## src/design/dm_pkg.sv

```systemverilog
package dm_pkg;

    // matrix geometry
    localparam int NUM_ROWS = 8;

    // glyph count, indices from here up are blank
    localparam int NUM_PATTERNS = 12;

    typedef logic [2:0] row_idx_t;

    // colour mode of a request
    typedef enum logic [1:0]
    {
        COLOR_OFF   = 2'd0,
        COLOR_GREEN = 2'd1,
        COLOR_RED   = 2'd2,
        COLOR_AMBER = 2'd3  // red and green together
    } color_t;

    // one display request
    typedef struct packed
    {
        logic [3:0] pattern_idx;
        color_t     color;
    } disp_req_t;

    // pins of the dot matrix
    typedef struct packed
    {
        logic [7:0] row;   // active low, one line on at a time
        logic [7:0] colr;  // red columns, active high
        logic [7:0] colg;  // green columns, active high
    } drive_t;

endpackage

```

## src/design/dot_matrix_top.sv

```systemverilog
`timescale 1ns/1ps

module dot_matrix_top
#(
    parameter int SCAN_DIV = 4
)
(
    input  logic              clk,
    input  logic              rst,
    input  logic              en,
    input  dm_pkg::disp_req_t req,
    input  logic              req_valid,
    output logic              req_ready,
    output dm_pkg::drive_t    drive
);

    import dm_pkg::*;

    disp_req_t  active;
    row_idx_t   row_idx;
    logic       frame_end;
    logic [7:0] col_bits;

    frame_latch u_frame_latch
    (
        .clk       (clk),
        .rst       (rst),
        .req       (req),
        .req_valid (req_valid),
        .req_ready (req_ready),
        .frame_end (frame_end),
        .active    (active)
    );

    // glyph lookup for the current row
    pattern_rom u_pattern_rom
    (
        .pattern_idx (active.pattern_idx),
        .row_idx     (row_idx),
        .col_bits    (col_bits)
    );

    row_scanner #(.SCAN_DIV(SCAN_DIV)) u_row_scanner
    (
        .clk       (clk),
        .rst       (rst),
        .en        (en),
        .color     (active.color),
        .col_bits  (col_bits),
        .row_idx   (row_idx),
        .frame_end (frame_end),
        .drive     (drive)
    );

endmodule

```

## src/design/frame_latch.sv

```systemverilog
`timescale 1ns/1ps

module frame_latch
(
    input  logic              clk,
    input  logic              rst,
    input  dm_pkg::disp_req_t req,
    input  logic              req_valid,
    output logic              req_ready,
    input  logic              frame_end,
    output dm_pkg::disp_req_t active
);

    import dm_pkg::*;

    disp_req_t pend_req;
    logic      pend_full;
    logic      accept;

    assign req_ready = ~pend_full;
    assign accept    = req_valid && req_ready;

    // pending slot state and active request
    always_ff @(posedge clk or posedge rst)
    begin
        if (rst)
        begin
            pend_full          <= 1'b0;
            active.pattern_idx <= 4'd0;
            active.color       <= COLOR_OFF;
        end
        else if (frame_end && pend_full)
        begin
            active    <= pend_req;  // swap only at frame boundary
            pend_full <= 1'b0;
        end
        else if (accept)
        begin
            pend_full <= 1'b1;
        end
    end

    // pending payload
    always_ff @(posedge clk)
    begin
        if (accept)
        begin
            pend_req <= req;
        end
    end

endmodule

```

## src/design/pattern_rom.sv

```systemverilog
`timescale 1ns/1ps

module pattern_rom
(
    input  logic [3:0]       pattern_idx,
    input  dm_pkg::row_idx_t row_idx,
    output logic [7:0]       col_bits
);

    import dm_pkg::*;

    always_comb
    begin
        col_bits = 8'b0000_0000;
        if (int'(pattern_idx) < NUM_PATTERNS)
        begin
            case (pattern_idx)
                // blob, smallest level
                4'd0:
                begin
                    case (row_idx)
                        3'd2, 3'd5: col_bits = 8'b0001_1000;
                        3'd3, 3'd4: col_bits = 8'b0011_1100;
                        default:    col_bits = 8'b0000_0000;
                    endcase
                end
                4'd1:
                begin
                    case (row_idx)
                        3'd2, 3'd5: col_bits = 8'b0011_1000;
                        3'd3, 3'd4: col_bits = 8'b0111_1100;
                        default:    col_bits = 8'b0000_0000;
                    endcase
                end
                4'd2:
                begin
                    case (row_idx)
                        3'd2, 3'd5: col_bits = 8'b0011_1100;
                        3'd3, 3'd4: col_bits = 8'b0111_1110;
                        default:    col_bits = 8'b0000_0000;
                    endcase
                end
                4'd3:
                begin
                    case (row_idx)
                        3'd1, 3'd6:             col_bits = 8'b0011_1100;
                        3'd2, 3'd3, 3'd4, 3'd5: col_bits = 8'b0111_1110;
                        default:                col_bits = 8'b0000_0000;
                    endcase
                end
                // blob, largest level
                4'd4:
                begin
                    case (row_idx)
                        3'd0, 3'd7: col_bits = 8'b0011_1100;
                        3'd1, 3'd6: col_bits = 8'b0111_1110;
                        default:    col_bits = 8'b1111_1111;
                    endcase
                end
                4'd5: col_bits = 8'b1111_1111;  // full frame
                4'd6:
                begin
                    case (row_idx)
                        3'd0:    col_bits = 8'b1100_0011;
                        3'd1:    col_bits = 8'b1110_0011;
                        3'd2:    col_bits = 8'b1111_0001;
                        3'd3:    col_bits = 8'b1110_0011;
                        3'd4:    col_bits = 8'b1100_0111;
                        3'd5:    col_bits = 8'b1110_0111;
                        3'd6:    col_bits = 8'b1111_0111;
                        default: col_bits = 8'b1111_1011;
                    endcase
                end
                4'd7:
                begin
                    case (row_idx)
                        3'd1:    col_bits = 8'b0000_0001;
                        3'd2:    col_bits = 8'b1000_0001;
                        3'd3:    col_bits = 8'b1100_0011;
                        3'd4:    col_bits = 8'b1000_0011;
                        3'd5:    col_bits = 8'b1100_0111;
                        3'd6:    col_bits = 8'b1110_0111;
                        3'd7:    col_bits = 8'b1111_0011;
                        default: col_bits = 8'b0000_0000;
                    endcase
                end
                4'd8:
                begin
                    case (row_idx)
                        3'd1:    col_bits = 8'b0011_1000;
                        3'd2:    col_bits = 8'b0100_0100;
                        3'd3:    col_bits = 8'b0101_1010;
                        3'd4:    col_bits = 8'b0100_1010;
                        3'd5:    col_bits = 8'b0011_0010;
                        3'd6:    col_bits = 8'b1100_0100;
                        3'd7:    col_bits = 8'b0011_1000;
                        default: col_bits = 8'b0000_0000;
                    endcase
                end
                4'd9:
                begin
                    case (row_idx)
                        3'd2:    col_bits = 8'b0110_0000;
                        3'd3:    col_bits = 8'b1111_1100;
                        3'd4:    col_bits = 8'b0011_1111;
                        3'd5:    col_bits = 8'b0011_1110;
                        3'd6:    col_bits = 8'b0001_1100;
                        default: col_bits = 8'b0000_0000;
                    endcase
                end
                // upward arrow
                4'd10:
                begin
                    case (row_idx)
                        3'd2:       col_bits = 8'b0001_1000;
                        3'd3:       col_bits = 8'b0011_1100;
                        3'd4, 3'd5: col_bits = 8'b0111_1110;
                        3'd6, 3'd7: col_bits = 8'b0001_1000;
                        default:    col_bits = 8'b0000_0000;
                    endcase
                end
                // diagonal cross
                4'd11:
                begin
                    case (row_idx)
                        3'd0, 3'd7: col_bits = 8'b1000_0001;
                        3'd1, 3'd6: col_bits = 8'b0100_0010;
                        3'd2, 3'd5: col_bits = 8'b0010_0100;
                        default:    col_bits = 8'b0001_1000;
                    endcase
                end
                default: col_bits = 8'b0000_0000;
            endcase
        end
    end

endmodule

```

## src/design/row_scanner.sv

```systemverilog
`timescale 1ns/1ps

module row_scanner
#(
    parameter int SCAN_DIV = 4
)
(
    input  logic             clk,
    input  logic             rst,
    input  logic             en,
    input  dm_pkg::color_t   color,
    input  logic [7:0]       col_bits,
    output dm_pkg::row_idx_t row_idx,
    output logic             frame_end,
    output dm_pkg::drive_t   drive
);

    import dm_pkg::*;

    localparam int DIV_W = (SCAN_DIV > 1) ? $clog2(SCAN_DIV) : 1;

    logic [DIV_W-1:0] div_cnt;
    logic             row_tick;
    logic             green_on;
    logic             red_on;

    assign row_tick  = (div_cnt == DIV_W'(SCAN_DIV - 1));
    assign frame_end = row_tick && (row_idx == row_idx_t'(NUM_ROWS - 1));

    assign green_on = en && (color == COLOR_GREEN || color == COLOR_AMBER);
    assign red_on   = en && (color == COLOR_RED || color == COLOR_AMBER);

    // clock divider and row counter
    always_ff @(posedge clk or posedge rst)
    begin
        if (rst)
        begin
            div_cnt <= '0;
            row_idx <= '0;
        end
        else if (row_tick)
        begin
            div_cnt <= '0;
            row_idx <= row_idx + 3'd1;  // wraps after row 7
        end
        else
        begin
            div_cnt <= div_cnt + 1'b1;
        end
    end

    // rows and columns share one edge, no ghosting
    always_ff @(posedge clk or posedge rst)
    begin
        if (rst)
        begin
            drive.row  <= 8'hff;  // all rows off
            drive.colr <= 8'h00;
            drive.colg <= 8'h00;
        end
        else
        begin
            drive.row  <= ~(8'b0000_0001 << row_idx);
            drive.colr <= red_on ? col_bits : 8'h00;
            drive.colg <= green_on ? col_bits : 8'h00;
        end
    end

endmodule

```

## config.mk

```make
export PLATFORM = sky130hd
export DESIGN_NAME = dot_matrix_top
export DESIGN_NICKNAME = d
export VERILOG_FILES = /design/src/design/dm_pkg.sv /design/src/design/dot_matrix_top.sv /design/src/design/frame_latch.sv /design/src/design/pattern_rom.sv /design/src/design/row_scanner.sv
export SDC_FILE = /design/constraint.sdc
export NUM_CORES = 1
export LEC_CHECK = 0
export ABC_AREA = 0
export BUFFER_PORTS_ARGS = -buffer_cell sky130_fd_sc_hd__buf_2
export CAP_MARGIN = 20
export CORE_UTILIZATION = 29
export DETAILED_ROUTE_END_ITERATION = 6
export GPL_TIMING_DRIVEN = 0
export PLACE_DENSITY_LB_ADDON = 0.3
export REMOVE_ABC_BUFFERS = 1
export SYNTH_ARGS = -nofsm -noshare
export SYNTH_HDL_FRONTEND = slang
export SYNTH_SLANG_ARGS = --single-unit
```

## constraint.sdc

```tcl
create_clock -name clk -period 6.8 [get_ports clk]
set_input_delay 1.02 -clock clk [delete_from_list [all_inputs] [get_ports clk]]
set_output_delay 1.02 -clock clk [all_outputs]
set_load 0.05 [all_outputs]
```

Yosys cells after proc, flatten, opt, wreduce, memory -nomap -nowiden
Index checks and enable logic that the tools add are counted.

operators by class
  magnitude comparators = 1
  reductions and logical operators = 19
  bitwise logic cells = 2
  add/subtract/negate cells = 2
  equality and inequality tests = 22
  multiplexer cells = 18
  shifts and indexed selects = 1

operators with widths
  kind                 count
  $pmux 8 s12          1
  $pmux 8 s7           1
  $pmux 8 s6           1
  $pmux 7 s2           3
  $pmux 8 s5           1
  $pmux 6 s6           1
  $mux 8               3
  $pmux 8 s3           1
  $pmux 7 s3           1
  $eq 4x3->1 const B   4
  $eq 4x4->1 const B   4
  $pmux 8 s2           1
  $reduce_or 2->1      7
  $eq 3x3->1 const B   4
  $pmux 6 s2           1
  $eq 4x2->1 const B   2
  $not 8->8            1
  $shl 1x3->8 const A  1
  $eq 2x2->1 const B   3
  $eq 3x2->1 const B   2
  $logic_and 1x1->1    5
  $eq 4x1->1 const B   1
  $logic_not 4->1      1
  $lt 4x4->1 const B   1
  12 further kinds     14

word-level totals
  register bits = 42
  logic and storage cells = 75
  input port bits = 10
  output and inout port bits = 25

Logic depth before layout (Yosys ltp)
Gate-level depths: netlist (run 1).

  depth after elaboration = 6
  depth in mapped cells = 10
  depth with buffers taken out = 8

Hierarchy
A second synthesis (run 1) with hierarchy kept.

second synthesis, totals
  cell total of the unflattened synthesis = 216
  area, all modules = 2322.2 µm²

by module, submodules not included
  module       instances  area an instance (µm²)  cells each  sequential area each (µm²)
  row_scanner  1          1024.7                  71          735.7
  pattern_rom  1          817.0                   121         0.0
  frame_latch  1          480.5                   24          355.3

Worst setup path after synthesis (run 1)
No wires, ideal clock.

  path kind = register to register
  start = register u_row_scanner.row_idx[2]
  end = register, netlist name u_row_scanner.drive[2]
  required time = 6.672 ns
  path buffers = 2
  stages on the path, launching flop included = 10
  data arrival time = 2.202 ns
  clock period less this slack = 2.330 ns
  library setup time = 0.128 ns
  setup slack = 4.470 ns
  path through = dfrtp_1 buf_6 buf_2 inv_1 ha_1 a21oi_2 nor4_1 or4_4 nor4b_2 nor2_1

on the way
  cells in the longest elaborated chain, start to end = 6
  elaborated cells on any way between the ends = 30
  those cells by class = 7 x eq/ne; 13 x mux; 10 x reduce/logical

ends and longest elaborated chain
  item                                                            line               text
  start, declared                                                 row_scanner.sv:13  output dm_pkg::row_idx_t row_idx,
  start signal, assigned                                          row_scanner.sv:44  row_idx <= row_idx + 3'd1;
  $eq 3x3->1, or another cell as far along                        -
  $reduce_or 2->1 (no source line), or another cell as far along  -
  $pmux 8 s6, or another cell as far along                        pattern_rom.sv:89  case (row_idx)
  $pmux 8 s12 (*)                                                 pattern_rom.sv:17  case (pattern_idx)
  $mux 8 (*)                                                      pattern_rom.sv:15  if (int'(pattern_idx) < NUM_PATTERNS)
  $mux 8 (*)                                                      row_scanner.sv:65  drive.colg <= green_on ? col_bits : 8'h00;

Every way passes the cells marked *; elsewhere a longest branch is shown, timed or not.
A chain may end at the register's enable or synchronous reset.

Worst setup path in the final report (run 1)
  start = register u_row_scanner.row_idx[2]
  end = register, netlist name u_row_scanner.drive[2]

on the way
  cells in the longest elaborated chain, start to end = 6
  elaborated cells on any way between the ends = 30
  those cells by class = 7 x eq/ne; 13 x mux; 10 x reduce/logical

ends and longest elaborated chain
  item                                                            line
  $eq 3x3->1, or another cell as far along                        -
  $reduce_or 2->1 (no source line), or another cell as far along  -
  $pmux 8 s6, or another cell as far along                        pattern_rom.sv:89
  $pmux 8 s12 (*)                                                 pattern_rom.sv:17
  $mux 8 (*)                                                      pattern_rom.sv:15
  $mux 8 (*)                                                      row_scanner.sv:65

Marked as above.

==> results of run 1 <==
[per-layer routing]
metal / track usage / share of wire / vias to the layer above
li1: - / - / 842
met1: 0.171 / 0.43 / 825
met2: 0.214 / 0.49 / 73
met3: 0.0299 / 0.066 / 6
met4: 0.0339 / 0.014 / 0
met5: 0 / 0 / -
[final cells by class]
| cell class | count | share of cell area |
|---|---|---|
| Multi-Input combinational cell | 151 | 0.410 |
| Clock buffer | 6 | 0.0303 |
| Sequential cell | 42 | 0.401 |
| Timing Repair Buffer | 35 | 0.0726 |
| Inverter | 13 | 0.0179 |
| Clock inverter | 2 | 0.0220 |
| Tap cell | 102 | 0.0469 |
[cell usage in the layout (no fill, tap or decap), drive strengths merged, types with 4 or more instances in the layout]
cell type and count:
a211oi 4, mux2 7, dfrtp 28, a21oi 6, clkbuf 6, buf 35, inv 13, nor3 7
nand2 12, nor3b 4, nor2 23, nor2b 12, dfstp 8, nand2b 5, ha 14, edfxtp 6
nor4b 4, o21ai 9
[power groups by stage]
stage / clock (mW) / combinational, mW / sequential [mW]
2_1_floorplan: 0 / 0.00412 / 0.265
3_3_place_gp: 0 / 0.0127 / 0.261
3_5_place_dp: 0 / 0.0148 / 0.261
4_1_cts: 0.255 / 0.0148 / 0.256
5_1_grt: 0.260 / 0.0159 / 0.256
6_report: 0.248 / 0.0142 / 0.256
[critical path: cells and delay by family, from the launching register on]
kind                       cells  cell delay, ns
and+or+nand+nor                4            0.97
DFF                            1            0.91
buffers and inverters          1            0.33
adders and majority gates      1            0.49
AOI/OAI and AO/OA              1            0.29
[through the flow]
step | utilization | area [sq um]
6_report | 0.351 | 2720
5_1_grt | 0.351 | 2720
4_1_cts | 0.351 | 2720
3_3_place_gp | 0.329 | 2550
3_5_place_dp | 0.332 | 2580
2_1_floorplan | - | 2260
[kinds of logic (layout without fill, tap and decap cells)]
| family | count (synthesis) | count (layout) | synth area share |
|---|---|---|---|
| muxes | 8 | 8 | 0.0381 |
| adders and majority gates | 14 | 14 | 0.0750 |
| buffers and inverters | 26 | 56 | 0.0547 |
| AOI/OAI and AO/OA | 42 | 42 | 0.142 |
| xor gates and xnor gates | 1 | 1 | 0.00375 |
| DFF | 42 | 42 | 0.467 |
| and+or+nand+nor | 86 | 86 | 0.219 |
[worst min-delay path by stage]
stage	to	slack [ns]	cells past startpoint
finish	u_row_scanner.div_cnt[0]$_DFF_PP0_	0.43	1
global route	u_row_scanner.div_cnt[0]$_DFF_PP0_	0.47	1
CTS	u_row_scanner.div_cnt[0]$_DFF_PP0_	0.43	1
detailed placement	u_row_scanner.div_cnt[0]$_DFF_PP0_	0.42	1
global placement	u_row_scanner.div_cnt[0]$_DFF_PP0_	0.41	1
floorplan	u_row_scanner.div_cnt[0]$_DFF_PP0_	0.40	1
[flip-flops by register name, indices dropped and copies added (netlist names)]
signal                   flops
u_row_scanner.drive         24
u_frame_latch.active         6
u_frame_latch.pend_req       6
u_row_scanner.div_cnt        2
u_row_scanner.row_idx        3
u_frame_latch.pend_full      1
==> reports/results.ini, run 1 <==
[power]
p_int_mw=0.417
leakage_nw=1.18
p_clk_frac=0.478
ir_worst_vdd_mv=0.112
p_comb_frac=0.028
p_seq_frac=0.494
p_sw_mw=0.101
swShare=0.195
power_mw=0.518
power.density_nw_per_um2=190

[drt]
routed_via_density=4.97
wl_mm=5.18
wl_per_cell_microns=14.8
final_antenna_net_count=0
dr.first_iter.drc_count=235
drc=0
vias=1746
first_pass_iters=5

[sta]
fin_crit_ns=3.13
worst_pin_slew_ns=0.861
final.period_utilization=0.460
hold_viol=0
setup_viol=0
fmax_mhz=320
final_max_slew_viol_count=0
relSlewSlack=0.426
holdWs_ns=0.431
setup_slack_ns=3.67
rsz0062_at_grt=no
finalSetupTns_ns=0
fin_skew_ns=0.00978

[worst_setup_path]
cp_data_arrival_time_ns=3.32
critPathCapture=u_row_scanner.drive[2]$_DFF_PP0_
reg2reg_slack_ns=3.67
crit_type=register to register
crit_path_start_kind=register
path_cells=inv_1 -> ha_1 -> a21oi_2 -> nor4_1 -> or4_4 -> nor4b_2 -> nor2_1
crit-reg2reg-launch=u_row_scanner.row_idx[2]$_DFFE_PP0P_
r2r-end=u_row_scanner.drive[2]$_DFF_PP0_
max_stage_delay_ns=0.91
critical_path.slowest_cell=dfrtp_1
required_ns=6.99
crit_path_end_kind=register
worstPathMaxFanout=26
crit_start=u_row_scanner.row_idx[2]$_DFFE_PP0P_
reg2reg_depth=7

[clock_tree]
tritoncts=yes
clk_pin_slew_ns=0.09
clockBufferDepth=2
ctsHtreeMaxLevel=2
cts_made_buffers=5
clock_latency_ns=0.30
cts_hold_buf=0
cts.sinks=42
cts_post_setup_buffers_inserted=0
cts_root_buf=clkbuf_8
ctsResizeCount=0

[floorplan]
start_util=0.301
rows=32
die_x_microns=91.7
die-area_sq_um=8410
core_area_sq_um=7770
io-pin-count=35
die_height_microns=91.7

[global_route]
grt_pass1_vias=1662
grt_pass1_wl_mm=8.49
grt_use_total=0.130
overflow=0
grt_max_degree=27
antenna_found_initial=0

[synthesis]
yosysWarnings=0
synth-seq-area-share=0.467
yosysTopAreaCellShare=0.300
async_flop_share=0.857
avgSynthCellArea_sq_um=10.7
synthFlopType=dfrtp_1
synth-seq-cells=42
synth_area_leader_cell=dfrtp_1
synth-edff-count=6
yosys-top-cells-area=dfrtp_1, dfstp_2, edfxtp_1
yosys-top-cells-count=dfrtp_1, nor2_1, ha_1
syn_inst=219
synth.distinct_cells=55
synth.cell_area_sq_um=2330
yosysMostFrequentCell=dfrtp_1

[layout]
fillCellCount=803
multiInputGateArea_sq_um=1120
final-seq-area_sq_um=1090
diodes=0
num-nets-final=272
drive_gt1_frac=0.293
area_delta_synth_final_pct=16.7
stdcell_count=351

[place]
dp_cells=343
post-place-ws_ns=3.70
dp_hpwl_mm=3.74
io_buffers=34
gp_congestion=0.900

[status]
status=completed

[min_path]
min_from=u_row_scanner.div_cnt[0]$_DFF_PP0_
hold_class=register to register

[flow_run]
maxCapViolations=0

Power figures use the tool's default switching activity.
==> run 2, diff against run 1 <==
Clock period 6.8 ns to 3.1 ns, I/O delays scaled along.
==> run 2 against run 1 <==
  * Count of clock-buffer cells in the layout stayed put
  * Flip-flop and latch count stayed put
  * Power is 120% higher
  * Final area hardly changed
  * First-iteration DRC count stayed put
  * Maximum frequency is 12% higher
  * Wire length stayed put
  * Largest cell class unchanged
==> reports/results.ini, run 2 (synthesis gave the netlist of run 1 again) <==
[layout]
mostFrequentLayoutCells=buf_2, dfrtp_1, nor2_1, ha_1, inv_1
final_util=0.351
drive_gt1_frac=0.297
area_delta_synth_final_pct=16.7
stdcell_count=351
final_cell_area_sq_um=2730
diodes=0
mostFrequentLayoutCell=buf_2
num-nets-final=272
largest_reg_flops=24
fillCellCount=802
top_regs=u_row_scanner.drive x24, u_frame_latch.active x6, u_frame_latch.pend_req x6
largest-register=u_row_scanner.drive

[clock_tree]
ctsHtreeMaxLevel=2
cts_hold_buf=0
clk_pin_slew_ns=0.09
cts.sinks=42
cts_root_buf=clkbuf_8
ctsResizeCount=1
clock_latency_ns=0.30
tritoncts=yes
cts_post_setup_buffers_inserted=0
clockBufferDepth=2
cts_made_buffers=5

[floorplan]
die_x_microns=91.7
io-pin-count=35
die_height_microns=91.7
start_util=0.301
rows=32
core_area_sq_um=7770
die-area_sq_um=8410

[sta]
setup_slack_ns=0.317
setup_viol=0
fin_crit_ns=2.78
fmax_mhz=359
finalSetupTns_ns=0
fin_skew_ns=0.00978
rsz0062_at_grt=no
final_max_slew_viol_count=0
holdWs_ns=0.276
hold_viol=0
relSlewSlack=0.514
final.period_utilization=0.898
worst_pin_slew_ns=0.728

[drt]
dr.first_iter.drc_count=235
vias=1746
drc=0
wl_mm=5.18
final_antenna_net_count=0
first_pass_iters=5
wl_per_cell_microns=14.8
routed_via_density=4.97

[global_route]
grt_use_total=0.130
overflow=0
antenna_found_initial=0
grt_max_degree=27
grt_pass1_vias=1662
grt_pass1_wl_mm=8.49

[place]
postPlaceCellArea_sq_um=2580
dp_hpwl_mm=3.74
gp_congestion=0.900
post-place-ws_ns=-0.00332
io_buffers=34
dp_cells=343

[worst_setup_path]
cp_data_arrival_time_ns=2.97
path_cells=inv_1 -> ha_1 -> mux2_2 -> o211ai_1 -> o22ai_1 -> nor4_1 -> nor2_1
critical_path.slowest_cell=dfrtp_1
crit_path_end_kind=register
crit_path_start_kind=register
max_stage_delay_ns=0.53
required_ns=3.29
reg2reg_slack_ns=0.32
worstPathMaxFanout=15
crit_type=register to register

[power]
power_mw=1.14
leakage_nw=1.18
ir_worst_vdd_mv=0.246
power.density_nw_per_um2=417

[min_path]
hold_class=input port to async pin

[status]
status=completed

[flow_run]
maxCapViolations=0

-- run 2: critical path: cells and delay by family (launching register included) --
kind | cells | cell delay (ns)
compound gates | 2 | 0.64
flops | 1 | 0.53
fa+ha+maj | 1 | 0.43
mux | 1 | 0.40
simple gates | 2 | 0.44
buf+inv | 1 | 0.21
-- run 2: power by group --
part           total [mW]  internal, mW  switching (mW)
registers           0.561         0.561        0.000445
clock network       0.544         0.344           0.200
logic              0.0313       0.00978          0.0215
-- run 2: worst paths after layout --
kind / depth (start not counted) / from / to
max reg2reg: 7 / u_row_scanner.row_idx[1]$_DFFE_PP0P_ / u_row_scanner.drive[5]$_DFF_PP0_
max in group asynchronous: 3 / rst / u_row_scanner.drive[19]$_DFF_PP1_
min: 2 / rst / u_frame_latch.active[1]$_DFFE_PP0P_
min in group clk: 1 / req[0] / u_frame_latch.pend_req[0]$_DFFE_PP_
min reg2reg: 1 / u_row_scanner.div_cnt[0]$_DFF_PP0_ / u_row_scanner.div_cnt[0]$_DFF_PP0_
max: 7 / u_row_scanner.row_idx[1]$_DFFE_PP0P_ / u_row_scanner.drive[5]$_DFF_PP0_
-- run 2: final cells by class --
type,instances,area [sq um],share of cell area
well taps,102,128,0.0468
inverters,13,48.8,0.0179
flip-flops and latches,42,1090,0.401
multi-input cells,151,1120,0.410
clock buffers,6,82.6,0.0303
clock inverters,2,60.1,0.0220
repair buffers,35,198,0.0725
-- run 2: per-layer routing --
layer	share of wire	GRT usage	routed length [microns]
met1	0.43	0.171	2230
met2	0.49	0.214	2530
met3	0.066	0.0299	344
met4	0.014	0.0339	70
met5	0	0	0
==> run 3, diff against run 2 <==
Settings changed: ABC_AREA 0 to 1.
==> run 3 against run 2 <==
  * Global-route usage grew 0.68 points
  * Sequential share of layout area grew 1.7 points
  * Clock skew decreased by 0.0046 ns
  * Count of clock-buffer cells in the layout stayed put
  * Worst setup slack gained 0.42 ns
  * Flip-flop and latch count is the same
  * Combinational power about the same
  * First-iteration DRC count shrank 39%
  * Via count grew 4.6%
  * Maximum frequency rose by 18%
  * Sequential power is essentially flat
  * Critical path type unchanged
  * Largest cell class is now sequential cells
==> reports/results.ini, run 3 <==
[power]
power.density_nw_per_um2=376
leakage_nw=1.39
ir_worst_vdd_mv=0.170
power_mw=0.982

[place]
dp_cells=403
io_buffers=34
dp_hpwl_mm=3.89
gp_congestion=0.911

[sta]
fin_skew_ns=0.00514
fin_crit_ns=2.36
worst_pin_slew_ns=0.699
finalSetupTns_ns=0
fmax_mhz=424
final.period_utilization=0.762
rsz0062_at_grt=no
setup_viol=0
final_max_slew_viol_count=0
hold_viol=0
relSlewSlack=0.533

[synthesis]
yosysWarnings=0
synth-edff-count=6
synthFlopType=dfrtp_1
synth.distinct_cells=26
syn_inst=272
yosysMostFrequentCell=nand2_1
avgSynthCellArea_sq_um=8.11
synth.cell_area_sq_um=2200
yosys-top-cells-area=dfrtp_1, nand2_1, dfstp_2
synth-seq-cells=42
async_flop_share=0.857
yosysTopAreaCellShare=0.318
synth-seq-area-share=0.495
yosys-top-cells-count=nand2_1, nor2_1, dfrtp_1
synth_area_leader_cell=dfrtp_1

[clock_tree]
cts_root_buf=clkbuf_8
ctsResizeCount=0
tritoncts=yes
clock_latency_ns=0.30
clockBufferDepth=2
ctsHtreeMaxLevel=2
clk_pin_slew_ns=0.08
cts_hold_buf=0
cts_made_buffers=5
cts.sinks=42
cts_post_setup_buffers_inserted=0

[floorplan]
die-area_sq_um=7950
die_x_microns=89.2
core_area_sq_um=7290
start_util=0.302
io-pin-count=35
die_height_microns=89.2
rows=31

[worst_setup_path]
cp_data_arrival_time_ns=2.54
crit_start=u_row_scanner.row_idx[2]$_DFFE_PP0P_
crit_type=register to register
crit_path_end_kind=register
cpMostUsedCell=nor2_1
required_ns=3.28
path_cells=inv_4 -> ha_1 -> inv_1 -> nand2_2 -> inv_2 -> nand2_1 -> a21oi_1 -> nand3_1 -> nor2_1 -> nor2_1
crit-reg2reg-launch=u_row_scanner.row_idx[2]$_DFFE_PP0P_
critical_path.slowest_cell=dfrtp_1
crit_path_start_kind=register
max_stage_delay_ns=0.69
worstPathMaxFanout=14

[drt]
wl_mm=4.81
wl_per_cell_microns=11.7
vias=1827
final_antenna_net_count=0
dr.first_iter.drc_count=144
drc=0
first_pass_iters=4
routed_via_density=4.45

[layout]
num-nets-final=335
diodes=0
final_util=0.358
drive_gt1_frac=0.234
largest-register=u_row_scanner.drive
top_regs=u_row_scanner.drive x24, u_frame_latch.active x6, u_frame_latch.pend_req x6
area_delta_synth_final_pct=18.4
stdcell_count=411
mostFrequentLayoutCell=nand2_1
mostFrequentLayoutCells=nand2_1, nor2_1, buf_2, dfrtp_1, nand3_1
largest_reg_flops=24

[global_route]
overflow=0
antenna_found_initial=0
grt_pass1_wl_mm=8.07
grt_use_total=0.137
grt_pass1_vias=1751
grt_max_degree=22

[min_path]
hold_class=input port to async pin

[status]
status=completed

[flow_run]
maxCapViolations=0

[run 3: cell types whose count changed in the layout (fill, tap and decap cells not counted), sizes merged, moves of 5 or more]
cell / change
nor2b: -12
nand2: +55
a21oi: +5
nor2: +35
mux2: -5
nor3: -6
inv: +20
nand2b: -5
nand3: +22
[run 3: area by class of cell]
cell class	instances	area, sq um
fillers	818	4680
flip-flops and latches	42	1090
multi-input cells	193	963
repair buffers	35	198
inverters	34	130
well taps	99	124
clock buffers	6	93.8
clock inverters	2	10.0
[run 3: logic make-up after synthesis]
family / Yosys count / share of synthesized area
xor gates and xnor gates: 1 / 0.00397
buffers and inverters: 37 / 0.0681
muxes: 2 / 0.0102
adders and majority gates: 14 / 0.0795
AOI/OAI and AO/OA: 21 / 0.0505
and+or+nand+nor: 155 / 0.293
DFF: 42 / 0.495
[run 3: through the flow]
step                worst slack [ns]  hold WS [ns]  instance area, sq um
floorplan                       1.26         0.403                  2180
global placement               0.774         0.414                  2480
detailed placement             0.802         0.420                  2510
CTS                            0.790         0.303                  2610
global route                   0.491         0.326                  2610
finish                         0.739         0.270                  2610
[run 3: path summary, 6_finish.rpt]
check                           slack (ns)  depth (start not counted)                                   end
worst min register to register        0.43                          1    u_row_scanner.div_cnt[0]$_DFF_PP0_
max in group asynchronous             2.22                          3     u_row_scanner.drive[18]$_DFF_PP1_
min in group clk                      0.34                          1   u_frame_latch.pend_req[3]$_DFFE_PP_
worst max-delay path                  0.74                         10      u_row_scanner.drive[4]$_DFF_PP0_
worst max register to register        0.74                         10      u_row_scanner.drive[4]$_DFF_PP0_
worst min-delay path                  0.27                          2  u_row_scanner.row_idx[0]$_DFFE_PP0P_
[run 3: where the power goes]
group | switching, mW | internal (mW) | total (mW)
sequential | 0.000415 | 0.561 | 0.561
clock | 0.185 | 0.204 | 0.389
combinational | 0.0216 | 0.00980 | 0.0314
total | 0.207 | 0.775 | 0.982
[run 3: layer usage]
layer | vias to the layer above | global-route usage | share of wire
li1 | 945 | - | -
met1 | 819 | 0.168 | 0.46
met2 | 49 | 0.223 | 0.46
met3 | 14 | 0.0351 | 0.049
met4 | 0 | 0.0678 | 0.029
met5 | - | 0 | 0
[run 3: critical path, delay by kind of cell (launching register included)]
kind	cells	cell delay (ns)
flip-flops	1	0.69
AND/OR/NAND/NOR	5	0.60
buffers and inverters	3	0.43
adder cells (fa/ha/maj)	1	0.26
AO/OA/AOI/OAI	1	0.26
